`src/platform_cfg_pkg.sv`:
```
//--------------------------------------------------------------------
// Platform controller configuration
// Synchronizer depth, system reset stretch length and the divide
// ratios of the peripheral clock-enable pulses
//--------------------------------------------------------------------
package platform_cfg_pkg;

  //------------------------------------------------------------------
  // Reset handling
  //------------------------------------------------------------------

  // Flops in each synchronizer chain
  localparam int unsigned SYNC_STAGES = 2;

  // Extra cycles of system reset after the last request drops
  localparam int unsigned RST_STRETCH = 8;

  //------------------------------------------------------------------
  // Peripheral clock enables
  //------------------------------------------------------------------

  // Pulse periods in MASTER_CLK cycles
  localparam int unsigned TIMER_DIV = 4;
  localparam int unsigned UART_DIV  = 8;
  localparam int unsigned WDOG_DIV  = 16;

  // Shared counter width
  // WDOG_DIV is the largest value any counter has to hold
  localparam int unsigned CNT_W = $clog2(WDOG_DIV + 1);

endpackage

```
`src/platform_types_pkg.sv`:
```
//--------------------------------------------------------------------
// Platform controller types
// Reset cause encoding and the deep-sleep handshake states
//--------------------------------------------------------------------
package platform_types_pkg;

  // Source of the last system reset
  typedef enum logic [1:0] {
    CAUSE_POR    = 2'd0,
    CAUSE_SOFT   = 2'd1,
    CAUSE_WDOG   = 2'd2,
    CAUSE_LOCKUP = 2'd3
  } reset_cause_t;

  // Deep-sleep sequence
  // RUN -> WIC enable requested -> sleep hold requested -> asleep
  typedef enum logic [1:0] {
    LP_RUN      = 2'd0,
    LP_WIC_REQ  = 2'd1,
    LP_HOLD_REQ = 2'd2,
    LP_ASLEEP   = 2'd3
  } lp_state_t;

endpackage

```
`src/platform_status_if.sv`:
```
//--------------------------------------------------------------------
// Platform status bundle
// Reset and power status shared by the reset, low-power and
// clock-enable blocks
//--------------------------------------------------------------------
`timescale 1ns/1ns

interface platform_status_if;
  import platform_types_pkg::*;

  // System reset, active low, and what caused it
  logic         sys_rst_n;
  reset_cause_t reset_cause;

  // Core is held in deep sleep
  logic         asleep;
  // Debugger has powered up the debug domain
  logic         dbg_powered;

  modport rst_src (
    output sys_rst_n,
    output reset_cause
  );

  modport lp_src (
    output asleep,
    output dbg_powered,
    input  sys_rst_n
  );

  modport consumer (
    input sys_rst_n,
    input asleep,
    input dbg_powered
  );

endinterface

```
`src/reset_sync.sv`:
```
//--------------------------------------------------------------------
// Synchronizer chain
// Clears asynchronously on rst_n and passes d to q after STAGES
// rising edges of MASTER_CLK
//--------------------------------------------------------------------
`timescale 1ns/1ns

module reset_sync #(
  parameter int unsigned STAGES = platform_cfg_pkg::SYNC_STAGES
) (
  input  logic MASTER_CLK,
  input  logic rst_n,
  input  logic d,
  output logic q
);

  logic [STAGES-1:0] chain_q;

  always_ff @(posedge MASTER_CLK or negedge rst_n) begin
    if (!rst_n) begin
      chain_q <= '0;
    end else begin
      chain_q[0] <= d;
      // Shift towards the last stage
      for (int i = 1; i < STAGES; i++) begin
        chain_q[i] <= chain_q[i-1];
      end
    end
  end

  assign q = chain_q[STAGES-1];

  //------------------------------------------------------------------
  // Checks
  //------------------------------------------------------------------

  // Output must never show a released value during reset
  a_q_low_in_reset : assert property (
    @(posedge MASTER_CLK) !rst_n |-> !q
  );

endmodule

```
`src/sys_reset_ctrl.sv`:
```
//--------------------------------------------------------------------
// System reset controller
// Merges software, watchdog and lockup reset requests into one
// stretched system reset, records the cause of the last one and
// drives the debug port reset
//--------------------------------------------------------------------
`timescale 1ns/1ns

module sys_reset_ctrl (
  input  logic               MASTER_CLK,
  input  logic               por_n,
  input  logic               sysresetreq_s,
  input  logic               wdog_req_s,
  input  logic               lockup_s,
  input  logic               dbgrstreq_s,
  output logic               dap_reset_n,
  output logic               cpu_sysreset_n,
  platform_status_if.rst_src status
);
  import platform_cfg_pkg::*;
  import platform_types_pkg::*;

  logic             any_req;
  logic             sys_rst_n_q;
  logic [CNT_W-1:0] stretch_q;
  reset_cause_t     cause_d;
  reset_cause_t     cause_q;
  logic             dap_reset_n_q;

  assign any_req = sysresetreq_s | wdog_req_s | lockup_s;

  // Watchdog wins over lockup, lockup over software
  always_comb begin
    if (wdog_req_s) begin
      cause_d = CAUSE_WDOG;
    end else if (lockup_s) begin
      cause_d = CAUSE_LOCKUP;
    end else begin
      cause_d = CAUSE_SOFT;
    end
  end

  //------------------------------------------------------------------
  // Reset stretch
  //------------------------------------------------------------------

  // Counter reloads while any request is up, counts down afterwards
  always_ff @(posedge MASTER_CLK or negedge por_n) begin
    if (!por_n) begin
      sys_rst_n_q <= 1'b0;
      stretch_q   <= '0;
    end else if (any_req) begin
      sys_rst_n_q <= 1'b0;
      stretch_q   <= CNT_W'(RST_STRETCH);
    end else if (stretch_q != '0) begin
      stretch_q   <= stretch_q - 1'b1;
    end else begin
      sys_rst_n_q <= 1'b1;
    end
  end

  // Cause is captured only on the edge where reset goes low
  always_ff @(posedge MASTER_CLK or negedge por_n) begin
    if (!por_n) begin
      cause_q <= CAUSE_POR;
    end else if (any_req && sys_rst_n_q) begin
      cause_q <= cause_d;
    end
  end

  // Debug reset, second stage of the request synchronizer
  always_ff @(posedge MASTER_CLK or negedge por_n) begin
    if (!por_n) begin
      dap_reset_n_q <= 1'b0;
    end else begin
      dap_reset_n_q <= ~dbgrstreq_s;
    end
  end

  assign cpu_sysreset_n     = sys_rst_n_q;
  assign dap_reset_n        = dap_reset_n_q;
  assign status.sys_rst_n   = sys_rst_n_q;
  assign status.reset_cause = cause_q;

  //------------------------------------------------------------------
  // Checks
  //------------------------------------------------------------------

  a_low_while_stretching : assert property (
    @(posedge MASTER_CLK) disable iff (!por_n)
    (stretch_q != '0) |-> !sys_rst_n_q
  );

  a_cause_on_fall_only : assert property (
    @(posedge MASTER_CLK) disable iff (!por_n)
    $changed(cause_q) |-> $fell(sys_rst_n_q)
  );

endmodule

```
`src/lowpower_ctrl.sv`:
```
//--------------------------------------------------------------------
// Low-power controller
// Deep-sleep handshake with the wake-up controller (WIC enable,
// then sleep hold) and the debugger power-up acknowledges
//--------------------------------------------------------------------
`timescale 1ns/1ns

module lowpower_ctrl (
  input  logic              MASTER_CLK,
  input  logic              por_n,
  input  logic              sleep,
  input  logic              sleepdeep,
  input  logic              pmu_wic_en_ack,
  input  logic              sleepholdackn,
  input  logic              pmu_wakeup,
  input  logic              dbgpwrupreq_s,
  input  logic              dbgsyspwrupreq_s,
  output logic              pmu_wic_en_req,
  output logic              sleepholdreqn,
  output logic              dbgpwrupack,
  output logic              dbgsyspwrupack,
  platform_status_if.lp_src status
);
  import platform_types_pkg::*;

  lp_state_t state_q;
  lp_state_t state_d;
  logic      pwrup_ack_q;
  logic      syspwrup_ack_q;

  //------------------------------------------------------------------
  // Sleep FSM
  //------------------------------------------------------------------

  always_comb begin
    state_d = state_q;
    // Wake-up or system reset abort the sequence from any state
    if (pmu_wakeup || !status.sys_rst_n) begin
      state_d = LP_RUN;
    end else begin
      unique case (state_q)
        LP_RUN: begin
          if (sleep && sleepdeep) begin
            state_d = LP_WIC_REQ;
          end
        end
        LP_WIC_REQ: begin
          if (pmu_wic_en_ack) begin
            state_d = LP_HOLD_REQ;
          end
        end
        LP_HOLD_REQ: begin
          if (!sleepholdackn) begin
            state_d = LP_ASLEEP;
          end
        end
        default: begin
          state_d = LP_ASLEEP;
        end
      endcase
    end
  end

  always_ff @(posedge MASTER_CLK or negedge por_n) begin
    if (!por_n) begin
      state_q <= LP_RUN;
    end else begin
      state_q <= state_d;
    end
  end

  // WIC enable stays up for the whole sequence
  assign pmu_wic_en_req = (state_q != LP_RUN);
  assign sleepholdreqn  = !((state_q == LP_HOLD_REQ) || (state_q == LP_ASLEEP));
  assign status.asleep  = (state_q == LP_ASLEEP);

  //------------------------------------------------------------------
  // Debugger power acknowledges
  //------------------------------------------------------------------

  always_ff @(posedge MASTER_CLK or negedge por_n) begin
    if (!por_n) begin
      pwrup_ack_q    <= 1'b0;
      syspwrup_ack_q <= 1'b0;
    end else begin
      pwrup_ack_q    <= dbgpwrupreq_s;
      syspwrup_ack_q <= dbgsyspwrupreq_s;
    end
  end

  assign dbgpwrupack        = pwrup_ack_q;
  assign dbgsyspwrupack     = syspwrup_ack_q;
  assign status.dbg_powered = pwrup_ack_q;

  // Sleep hold only once WIC enable has been up for a cycle
  a_hold_needs_wic : assert property (
    @(posedge MASTER_CLK) disable iff (!por_n)
    !sleepholdreqn |-> (pmu_wic_en_req && $past(pmu_wic_en_req))
  );

endmodule

```
`src/clken_gen.sv`:
```
//--------------------------------------------------------------------
// Peripheral clock-enable generator
// One-cycle enable pulses for the timer, UART and watchdog, held
// off during system reset and deep sleep
//--------------------------------------------------------------------
`timescale 1ns/1ns

module clken_gen (
  input  logic                MASTER_CLK,
  input  logic                por_n,
  platform_status_if.consumer status,
  output logic                timer_clken,
  output logic                uart_clken,
  output logic                wdog_clken
);
  import platform_cfg_pkg::*;

  logic [2:0]       run;
  logic [2:0]       hit;
  logic [CNT_W-1:0] last [3];

  // Terminal counts, index 0 timer, 1 UART, 2 watchdog
  assign last[0] = CNT_W'(TIMER_DIV - 1);
  assign last[1] = CNT_W'(UART_DIV - 1);
  assign last[2] = CNT_W'(WDOG_DIV - 1);

  assign run[0] = status.sys_rst_n & ~status.asleep;
  assign run[1] = run[0];
  // Watchdog also stops while a debugger is attached
  assign run[2] = run[0] & ~status.dbg_powered;

  for (genvar g = 0; g < 3; g++) begin : g_prescale
    logic [CNT_W-1:0] cnt_q;

    assign hit[g] = run[g] && (cnt_q == last[g]);

    // Counter restarts from zero whenever gating ends
    always_ff @(posedge MASTER_CLK or negedge por_n) begin
      if (!por_n) begin
        cnt_q <= '0;
      end else if (!run[g] || hit[g]) begin
        cnt_q <= '0;
      end else begin
        cnt_q <= cnt_q + 1'b1;
      end
    end
  end

  assign timer_clken = hit[0];
  assign uart_clken  = hit[1];
  assign wdog_clken  = hit[2];

endmodule

```
`src/platform_ctrl.sv`:
```
//--------------------------------------------------------------------
// Platform controller top level
// Power-on reset release, system and debug reset, deep-sleep
// handshake and peripheral clock enables for a small SoC
//--------------------------------------------------------------------
`timescale 1ns/1ns

module platform_ctrl (
  input  logic       MASTER_CLK,
  input  logic       PORESETn,
  input  logic       sysresetreq,
  input  logic       wdog_reset_req,
  input  logic       lockup,
  input  logic       dbgrstreq,
  input  logic       dbgpwrupreq,
  input  logic       dbgsyspwrupreq,
  input  logic       sleep,
  input  logic       sleepdeep,
  input  logic       pmu_wic_en_ack,
  input  logic       sleepholdackn,
  input  logic       pmu_wakeup,
  output logic       cpu_poreset_n,
  output logic       cpu_sysreset_n,
  output logic       dap_reset_n,
  output logic       dbgrstack,
  output logic       dbgpwrupack,
  output logic       dbgsyspwrupack,
  output logic       pmu_wic_en_req,
  output logic       sleepholdreqn,
  output logic       timer_clken,
  output logic       uart_clken,
  output logic       wdog_clken,
  output logic       asleep,
  output logic [1:0] reset_cause
);
  import platform_cfg_pkg::*;

  logic sysresetreq_s;
  logic wdog_req_s;
  logic lockup_s;
  logic dbgrstreq_s;
  logic dbgpwrupreq_s;
  logic dbgsyspwrupreq_s;

  platform_status_if status ();

  //------------------------------------------------------------------
  // Synchronizers
  //------------------------------------------------------------------

  // Power-on reset release
  reset_sync i_por_sync (
    .MASTER_CLK (MASTER_CLK),
    .rst_n      (PORESETn),
    .d          (1'b1),
    .q          (cpu_poreset_n)
  );

  reset_sync i_sysreq_sync (
    .MASTER_CLK (MASTER_CLK),
    .rst_n      (cpu_poreset_n),
    .d          (sysresetreq),
    .q          (sysresetreq_s)
  );

  reset_sync i_wdogreq_sync (
    .MASTER_CLK (MASTER_CLK),
    .rst_n      (cpu_poreset_n),
    .d          (wdog_reset_req),
    .q          (wdog_req_s)
  );

  reset_sync i_lockup_sync (
    .MASTER_CLK (MASTER_CLK),
    .rst_n      (cpu_poreset_n),
    .d          (lockup),
    .q          (lockup_s)
  );

  // Debug requests get their last stage in the receiving block
  reset_sync #(.STAGES(SYNC_STAGES - 1)) i_dbgrst_sync (
    .MASTER_CLK (MASTER_CLK),
    .rst_n      (cpu_poreset_n),
    .d          (dbgrstreq),
    .q          (dbgrstreq_s)
  );

  reset_sync #(.STAGES(SYNC_STAGES - 1)) i_dbgpwr_sync (
    .MASTER_CLK (MASTER_CLK),
    .rst_n      (cpu_poreset_n),
    .d          (dbgpwrupreq),
    .q          (dbgpwrupreq_s)
  );

  reset_sync #(.STAGES(SYNC_STAGES - 1)) i_dbgsyspwr_sync (
    .MASTER_CLK (MASTER_CLK),
    .rst_n      (cpu_poreset_n),
    .d          (dbgsyspwrupreq),
    .q          (dbgsyspwrupreq_s)
  );

  //------------------------------------------------------------------
  // Control blocks
  //------------------------------------------------------------------

  sys_reset_ctrl i_sys_reset_ctrl (
    .MASTER_CLK     (MASTER_CLK),
    .por_n          (cpu_poreset_n),
    .sysresetreq_s  (sysresetreq_s),
    .wdog_req_s     (wdog_req_s),
    .lockup_s       (lockup_s),
    .dbgrstreq_s    (dbgrstreq_s),
    .dap_reset_n    (dap_reset_n),
    .cpu_sysreset_n (cpu_sysreset_n),
    .status         (status.rst_src)
  );

  lowpower_ctrl i_lowpower_ctrl (
    .MASTER_CLK       (MASTER_CLK),
    .por_n            (cpu_poreset_n),
    .sleep            (sleep),
    .sleepdeep        (sleepdeep),
    .pmu_wic_en_ack   (pmu_wic_en_ack),
    .sleepholdackn    (sleepholdackn),
    .pmu_wakeup       (pmu_wakeup),
    .dbgpwrupreq_s    (dbgpwrupreq_s),
    .dbgsyspwrupreq_s (dbgsyspwrupreq_s),
    .pmu_wic_en_req   (pmu_wic_en_req),
    .sleepholdreqn    (sleepholdreqn),
    .dbgpwrupack      (dbgpwrupack),
    .dbgsyspwrupack   (dbgsyspwrupack),
    .status           (status.lp_src)
  );

  clken_gen i_clken_gen (
    .MASTER_CLK  (MASTER_CLK),
    .por_n       (cpu_poreset_n),
    .status      (status.consumer),
    .timer_clken (timer_clken),
    .uart_clken  (uart_clken),
    .wdog_clken  (wdog_clken)
  );

  // Debug reset ack mirrors the reset itself
  assign dbgrstack   = ~dap_reset_n;
  assign asleep      = status.asleep;
  assign reset_cause = status.reset_cause;

endmodule

```
`config.mk`:
```
export PLATFORM = sky130hd
export DESIGN_NAME = platform_ctrl
export DESIGN_NICKNAME = d
export VERILOG_FILES = /design/src/platform_cfg_pkg.sv /design/src/platform_types_pkg.sv /design/src/platform_status_if.sv /design/src/reset_sync.sv /design/src/sys_reset_ctrl.sv /design/src/lowpower_ctrl.sv /design/src/clken_gen.sv /design/src/platform_ctrl.sv
export SDC_FILE = /design/constraint.sdc
export NUM_CORES = 1
export LEC_CHECK = 0
export BUFFER_PORTS_ARGS = -buffer_cell sky130_fd_sc_hd__buf_2
export CAP_MARGIN = 20
export CORE_MARGIN = 2
export CORE_UTILIZATION = 35
export CTS_BUF_LIST = sky130_fd_sc_hd__clkbuf_2 sky130_fd_sc_hd__clkbuf_4 sky130_fd_sc_hd__clkbuf_8
export DETAILED_ROUTE_END_ITERATION = 7
export PLACE_DENSITY = 0.62
export SYNTH_ARGS = -nofsm -noshare
export SYNTH_HDL_FRONTEND = slang
export SYNTH_SLANG_ARGS = --single-unit
```
`constraint.sdc`:
```
create_clock -name MASTER_CLK -period 4.5 [get_ports MASTER_CLK]
set_clock_uncertainty 0.15 [all_clocks]
set_input_delay 0.675 -clock MASTER_CLK [delete_from_list [all_inputs] [get_ports MASTER_CLK]]
set_output_delay 0.675 -clock MASTER_CLK [all_outputs]
set_load 0.01 [all_outputs]
```
== Yosys cells after proc, flatten, opt, wreduce, memory -nomap -nowiden ==
Index checks and enable logic that the tools add are counted.
Storage, ports and cells
  bits in registers: 39
  bits in latches: 0
  bits in writable memories: 0
  ROM bits: 0
  input bits: 13
  word-level logic and storage cells: 72
  memories kept: 0
Cells by class
  add/sub/neg operators: 4
  multipliers: 0
  divide/modulo/power cells: 0
  $lt $le $gt $ge: 0
  equality and inequality tests: 10
  shift operators: 0
  multiplexer cells: 14
  bitwise gates (word level): 8
  reduce and logical (&&, ||, !) cells: 19
Operators by type and width (count)
  $mux W5: 5
  $add A5 B1 Y5 const B: 3
  $mux W2: 6
  $ne A3 B2 Y1 const B: 2
  $pmux W2 S3: 1
  $eq A5 B2 Y1 const B: 1
  $eq A5 B3 Y1 const B: 1
  $eq A5 B4 Y1 const B: 1
  $logic_and A1 B1 Y1: 5
  $logic_or A1 B1 Y1: 5
  $reduce_bool A5 Y1: 1
  $sub A5 B1 Y5 const B: 1
  $eq A2 B2 Y1 const B: 2
  $logic_not A1 Y1: 4
  $not A1 Y1: 4
  $reduce_bool A2 Y1: 2
  $ne A3 B1 Y1 const B: 1
  $reduce_and A3 Y1: 1
  $and A1 B1 Y1: 2
  $eq A2 B1 Y1 const B: 1
  $logic_not A2 Y1: 1
  $mux W1: 2
  $ne A2 B1 Y1 const B: 1
  $or A1 B1 Y1: 2

== Longest topological paths before layout ==
  word-level depth: 7
  gate-level depth with buffers: 5
  depth with buffers taken out: 5

== Cells and area by module ==
From an unflattened synthesis, not the netlist that was laid out.
Unflattened totals
  cells, all modules: 131
  area, all modules: 1546.5 sq um
By module, submodules not included
  clken_gen: times used 1, cells each 63, area an instance 679.4 sq um, seq. area each 375.4 sq um
  sys_reset_ctrl: times used 1, cells each 40, area an instance 411.6 sq um, seq. area each 225.2 sq um
  reset_sync at i_lockup_sync ...: times used 4, cells each 2, area an instance 50.0 sq um, seq. area each 50.0 sq um
  lowpower_ctrl: times used 1, cells each 15, area an instance 172.7 sq um, seq. area each 100.1 sq um
  reset_sync at i_dbgpwr_sync ...: times used 3, cells each 1, area an instance 25.0 sq um, seq. area each 25.0 sq um
  platform_ctrl: times used 1, cells each 2, area an instance 7.5 sq um, seq. area each 0.0 sq um

== Worst setup path before layout ==
No wires, ideal clock.
  path type: flip-flop to output port
  start: reg i_sys_reset_ctrl.sys_rst_n_q, in the netlist i_sys_reset_ctrl.cpu_sysreset_n
  end: out wdog_clken
  arrival time: 1.227 ns
  path slack: 2.448 ns
  stages on the path, launching flop included: 4
  cells stage by stage: dfrtp_1 -> a21bo_2 -> clkbuf_1 -> nor3b_1
Between the ends
  word-level cells in the longest chain between the ends: 3
RTL lines
  start, declared: RTL line sys_reset_ctrl.sv:24  | logic sys_rst_n_q;
  start signal, assigned: RTL line sys_reset_ctrl.sv:50  | sys_rst_n_q <= 1'b0;
  start signal, assigned: RTL line sys_reset_ctrl.sv:53  | sys_rst_n_q <= 1'b0;
  start signal, assigned: RTL line sys_reset_ctrl.sv:58  | sys_rst_n_q <= 1'b1;
  $and A1 B1 Y1: RTL line clken_gen.sv:27  | assign run[0] = status.sys_rst_n & ~status.asleep;
  $and A1 B1 Y1: RTL line clken_gen.sv:30  | assign run[2] = run[0] & ~status.dbg_powered;
  $logic_and A1 B1 Y1: RTL line clken_gen.sv:35  | assign hit[g] = run[g] && (cnt_q == last[g]);
  end, declared: RTL line platform_ctrl.sv:32  | output logic wdog_clken,
Every way passes these cells.

== Final worst setup path ==
  start: reg i_clken_gen.g_prescale[0].cnt_q[0]
  end: out timer_clken
Between the ends
  word-level cells in the longest chain between the ends: 2
RTL lines
  start, declared: RTL line clken_gen.sv:33  | logic [CNT_W-1:0] cnt_q;
  start signal, assigned: RTL line clken_gen.sv:44  | cnt_q <= cnt_q + 1'b1;
  $eq A5 B2 Y1: RTL line clken_gen.sv:35
  $logic_and A1 B1 Y1: RTL line clken_gen.sv:35
  end, declared: RTL line platform_ctrl.sv:30  | output logic timer_clken,
Every way passes these cells.

==> results.md <==
- The number of nets with antenna violations after detailed routing is 0.
- Across all setup checks in the final design, the least slack found is between 2000 and 2500 ps.
- The peak supply drop is roughly 0.00014 V.
- The buffers plus inverters on the worst setup path is 1.
- The family with the most delay on the worst path is simple AND/OR/NAND/NOR gates.
- The overall routing resource usage is 0.1178.
- Counting I/O delays and the setup requirement, the final critical path takes 2448 ps.
- The switching power of the nets is 142.6 uW.
- Of the available clock period, the critical path in the final layout requires 0.5440.
- The top flip-flop cell by instance count after synthesis is sky130_fd_sc_hd__dfrtp_1.
- Entering global routing, the biggest net connects 38 pins.
- CTS built an H-tree with a depth of 2.
- The worst hold path belongs to the class reg2async.
- The via count of the first global-routing pass is between 1000 and 1500.
- The sequential element share of the synthesized area is 0.6347.
- From left edge to right edge, the die measures 70.29 um.
- The top-area cell type share of the netlist area is 0.6347.
- The routed layout has between 1000 and 1500 vias.
- The number of violations of the max-capacitance limit is 0.
- The worst endpoint required time is 3670 ps.
- The starting utilization of the core area is 0.3581.
- The detailed placement HPWL is just under 2000 um.
- The number of max-slew violations in the final report is 0.
- STA classifies the critical path endpoint as an output port.
- The cell area that synthesis handed to floorplanning was around 1500 sq um.
- Of all nets on the critical path, the largest fanout is 4.
- Setup repair after global routing left no endpoint under its margin.
- The layout cell share with drive strength beyond 1 is 0.2515.
- The floorplan step defined a die boundary enclosing around 4900 sq um.
- The clock latency on the worst-skew pair is 290 ps.
- The average wire per cell in the routed design is roughly 12 um.
- The portion of total power attributed to sequential cells is 0.581.
- Prior to clock tree synthesis, the placed netlist has a worst setup slack of around 2400 ps.
- The final estimated routing congestion in global placement is between 0.6 and 0.7.
- The first-pass iteration count of the detailed router is 4.
- The share of total power dissipated in combinational logic is 0.059.
- The analysis attributes to cell leakage a power of a little under 0.9 nW.
- After synthesis, the netlist uses 34 different library cells.
- The CTS tree is built.
- For this run the aggregate overflow at the end of global routing stands at 0.
- The maximum clock path buffer count is 2.
- The synthesized design contains 0 enable-type register cells.
- After synthesis, the cell types taking the most area are sky130_fd_sc_hd__dfrtp_1 (63%), sky130_fd_sc_hd__nor2_1 (5.1%), sky130_fd_sc_hd__ha_1 (4.1%), sky130_fd_sc_hd__inv_1 (2.7%), sky130_fd_sc_hd__a21oi_1 (2.0%).
- The share of total power dissipated in the clock network is 0.360.
- The most frequent cell after synthesis is sky130_fd_sc_hd__dfrtp_1.
- Sorting the synthesized cells by how often they occur yields sky130_fd_sc_hd__dfrtp_1 (39), sky130_fd_sc_hd__nor2_1 (21), sky130_fd_sc_hd__inv_1 (11).
- The routed design has 2597 um of wire.
- For the worst setup path, the data arrival time is 1620 ps.
- The die is 70.29 um tall.
- The slowest stage of the critical path is the sky130_fd_sc_hd__or4b_1 cell.
- The internal power consumption is 492.9 uW.
- Setup total negative slack on the finished layout was measured at 0 ps.
- Based on the critical path, the design can be clocked at up to 408.5 MHz.
- The floorplan has 24 rows.
- After synthesis, the mean cell area works out to 11.56 sq um.
- The startpoint class of the critical path is a flip-flop.
- Summing all placed instances gives a cell area of 1733 sq um.
- The total setup buffers inserted after CTS is 0.
- The worst setup path is of the reg2out kind.
- The final total power is 635.6 uW.
- Summed over all instances, the cell type with the most area after synthesis is sky130_fd_sc_hd__dfrtp_1.
- Traced cell by cell, the critical path runs through ha_1 -> or4b_1 -> nor2_1 -> buf_2.
- The tightest hold margin is 158.6 ps.
- Counting every net in the synthesized netlist gives approximately 150.
- The post-route cell area is roughly 1800 sq um.
- Setup violations remaining at the end of the flow were counted as 0.
- The final-stage net count is 184.
- The warning count from the yosys run is 0.
- The flop and latch count out of synthesis is 39.
- The tree built by TritonCTS fans out to 39 sinks.
- Using the TritonRoute via totals, the vias-per-cell ratio works out to 4.822.
- After synthesis, the share of flip-flops with an asynchronous set or reset is 1.000.
- The number of antenna violations at the first check in global routing came to 0.
- The run finished with clean final reports.
- The switching share of power is 0.2244.
- For this run, design rule violations remaining after detail routing come to 0.
- The power per cell area is approximately 350 nW/um^2.
- The number of buffers inserted by port buffering is 26.
- During I/O placement, the number of pins put on the boundary was 27.
- Clock-pin slew was measured on the worst setup and hold paths at 80 ps.
- The clock buffer count from CTS is 5.
- The first global-routing pass estimated 4636 um of wire.
- The placeable core area is 4294 sq um.
- The area added between synthesis and finish is 19.12%.
- The number of antenna diodes in the final layout is 0.
- Synthesis handed over a netlist of 133 instances.
- The final count of hold timing violations was 0.
- The number of fillers in the final layout is 402.
- The delay of the slowest cell on the worst path is between 500 and 600 ps.
- For this block, the initial DRC count from the detailed router was 70.
- The cell at the root of the clock tree is sky130_fd_sc_hd__clkbuf_8.
-- cell type report --
class                   instances  area (sq um)  share of cell area
multi-input cells              81         513.0              0.2801
clock buffers                   6         76.32             0.04167
clock inverters                 2         12.51            0.006831
flip-flops and latches         39         975.9              0.5328
well taps                      52         65.06             0.03552
repair buffers                 28         147.6             0.08060
inverters                      11         41.29             0.02254
-- state kept, by name (all words and copies together) (netlist names) --
signal                               cells
i_lockup_sync.chain_q                    2
i_lowpower_ctrl.dbgsyspwrupack           1
i_wdogreq_sync.chain_q                   2
i_dbgpwr_sync.q                          1
i_dbgsyspwr_sync.q                       1
i_por_sync.chain_q                       2
i_lowpower_ctrl.state_q                  2
i_sys_reset_ctrl.cpu_sysreset_n          1
i_sysreq_sync.chain_q                    2
i_sys_reset_ctrl.stretch_q               5
i_lowpower_ctrl.dbgpwrupack              1
i_sys_reset_ctrl.dap_reset_n             1
i_sys_reset_ctrl.status.reset_cause      2
i_dbgrst_sync.q                          1
i_clken_gen.g_prescale.cnt_q            15
-- layer usage --
| layer | share of wire | GRT usage |
|---|---|---|
| met5 | 0 | 0 |
| met1 | 0.43 | 0.1382 |
| met4 | 0.0035 | 0.04915 |
| met3 | 0.075 | 0.05483 |
| met2 | 0.49 | 0.1855 |
-- cells by family after synthesis --
logic type	Yosys count	share of synthesized area
other	1	0.002439
muxes	2	0.01383
buffers and inverters	13	0.03174
DFF	39	0.6347
AOI/OAI and AO/OA	16	0.06917
adders and majority gates	5	0.04068
xor gates and xnor gates	6	0.03418
and+or+nand+nor	51	0.1733
-- metrics by stage --
step | utilization | instances
3_3_place_gp | 0.4036 | 210
2_1_floorplan | - | 133
4_1_cts | 0.4266 | 219
6_report | 0.4266 | 219
5_1_grt | 0.4266 | 219
3_5_place_dp | 0.4036 | 210
-- timing repair --
item / CTS / global route
resized for setup: 0 / 0
hold endpoints to repair: 2 / 0
hold buffers: 1 / 0
-- power by group through the flow --
| stage | logic, mW | registers (mW) | clock network (mW) |
|---|---|---|---|
| floorplan | 0.0132 | 0.383 | 0 |
| global placement | 0.0371 | 0.376 | 0 |
| detailed placement | 0.0380 | 0.376 | 0 |
| CTS | 0.0389 | 0.369 | 0.240 |
| global route | 0.0424 | 0.371 | 0.256 |
| finish | 0.0374 | 0.369 | 0.229 |
-- worst paths after layout --
path                                                               from                                            to  slack, ps  cells past startpoint
max reg2reg                i_clken_gen.g_prescale[2].cnt_q[0]$_DFF_PN0_  i_clken_gen.g_prescale[2].cnt_q[3]$_DFF_PN0_       2770                      5
max                        i_clken_gen.g_prescale[0].cnt_q[0]$_DFF_PN0_                                   timer_clken       2050                      4
max in group asynchronous                                      PORESETn               i_por_sync.chain_q[1]$_DFF_PN0_       3570                      2
min reg2reg                             i_por_sync.chain_q[1]$_DFF_PN0_  i_clken_gen.g_prescale[0].cnt_q[0]$_DFF_PN0_        160                      1
min in group MASTER_CLK              i_lockup_sync.chain_q[0]$_DFF_PN0_            i_lockup_sync.chain_q[1]$_DFF_PN0_        200                      0
min                                     i_por_sync.chain_q[1]$_DFF_PN0_  i_clken_gen.g_prescale[0].cnt_q[0]$_DFF_PN0_        160                      1
-- cell usage in the layout (no fill, tap or decap), drive strengths merged --
cell type	instances
nand2b	1
and3	3
a211o	1
nor3	2
inv	11
dlygate4sd3	1
mux2i	1
nand2	6
buf	27
and2	1
nor3b	2
or2b	2
conb	1
or4b	2
clkinv	1
nand3	6
o211ai	1
xor2	3
or3	3
nor2	21
a21bo	1
a21boi	1
mux2	1
nor4b	1
ha	5
a211oi	2
clkbuf	6
a21oi	6
xnor2	3
dfrtp	39
clkinvlp	1
o21ai	3
a21o	1
or2	1
No activity file was read; power rests on OpenSTA's default activity.
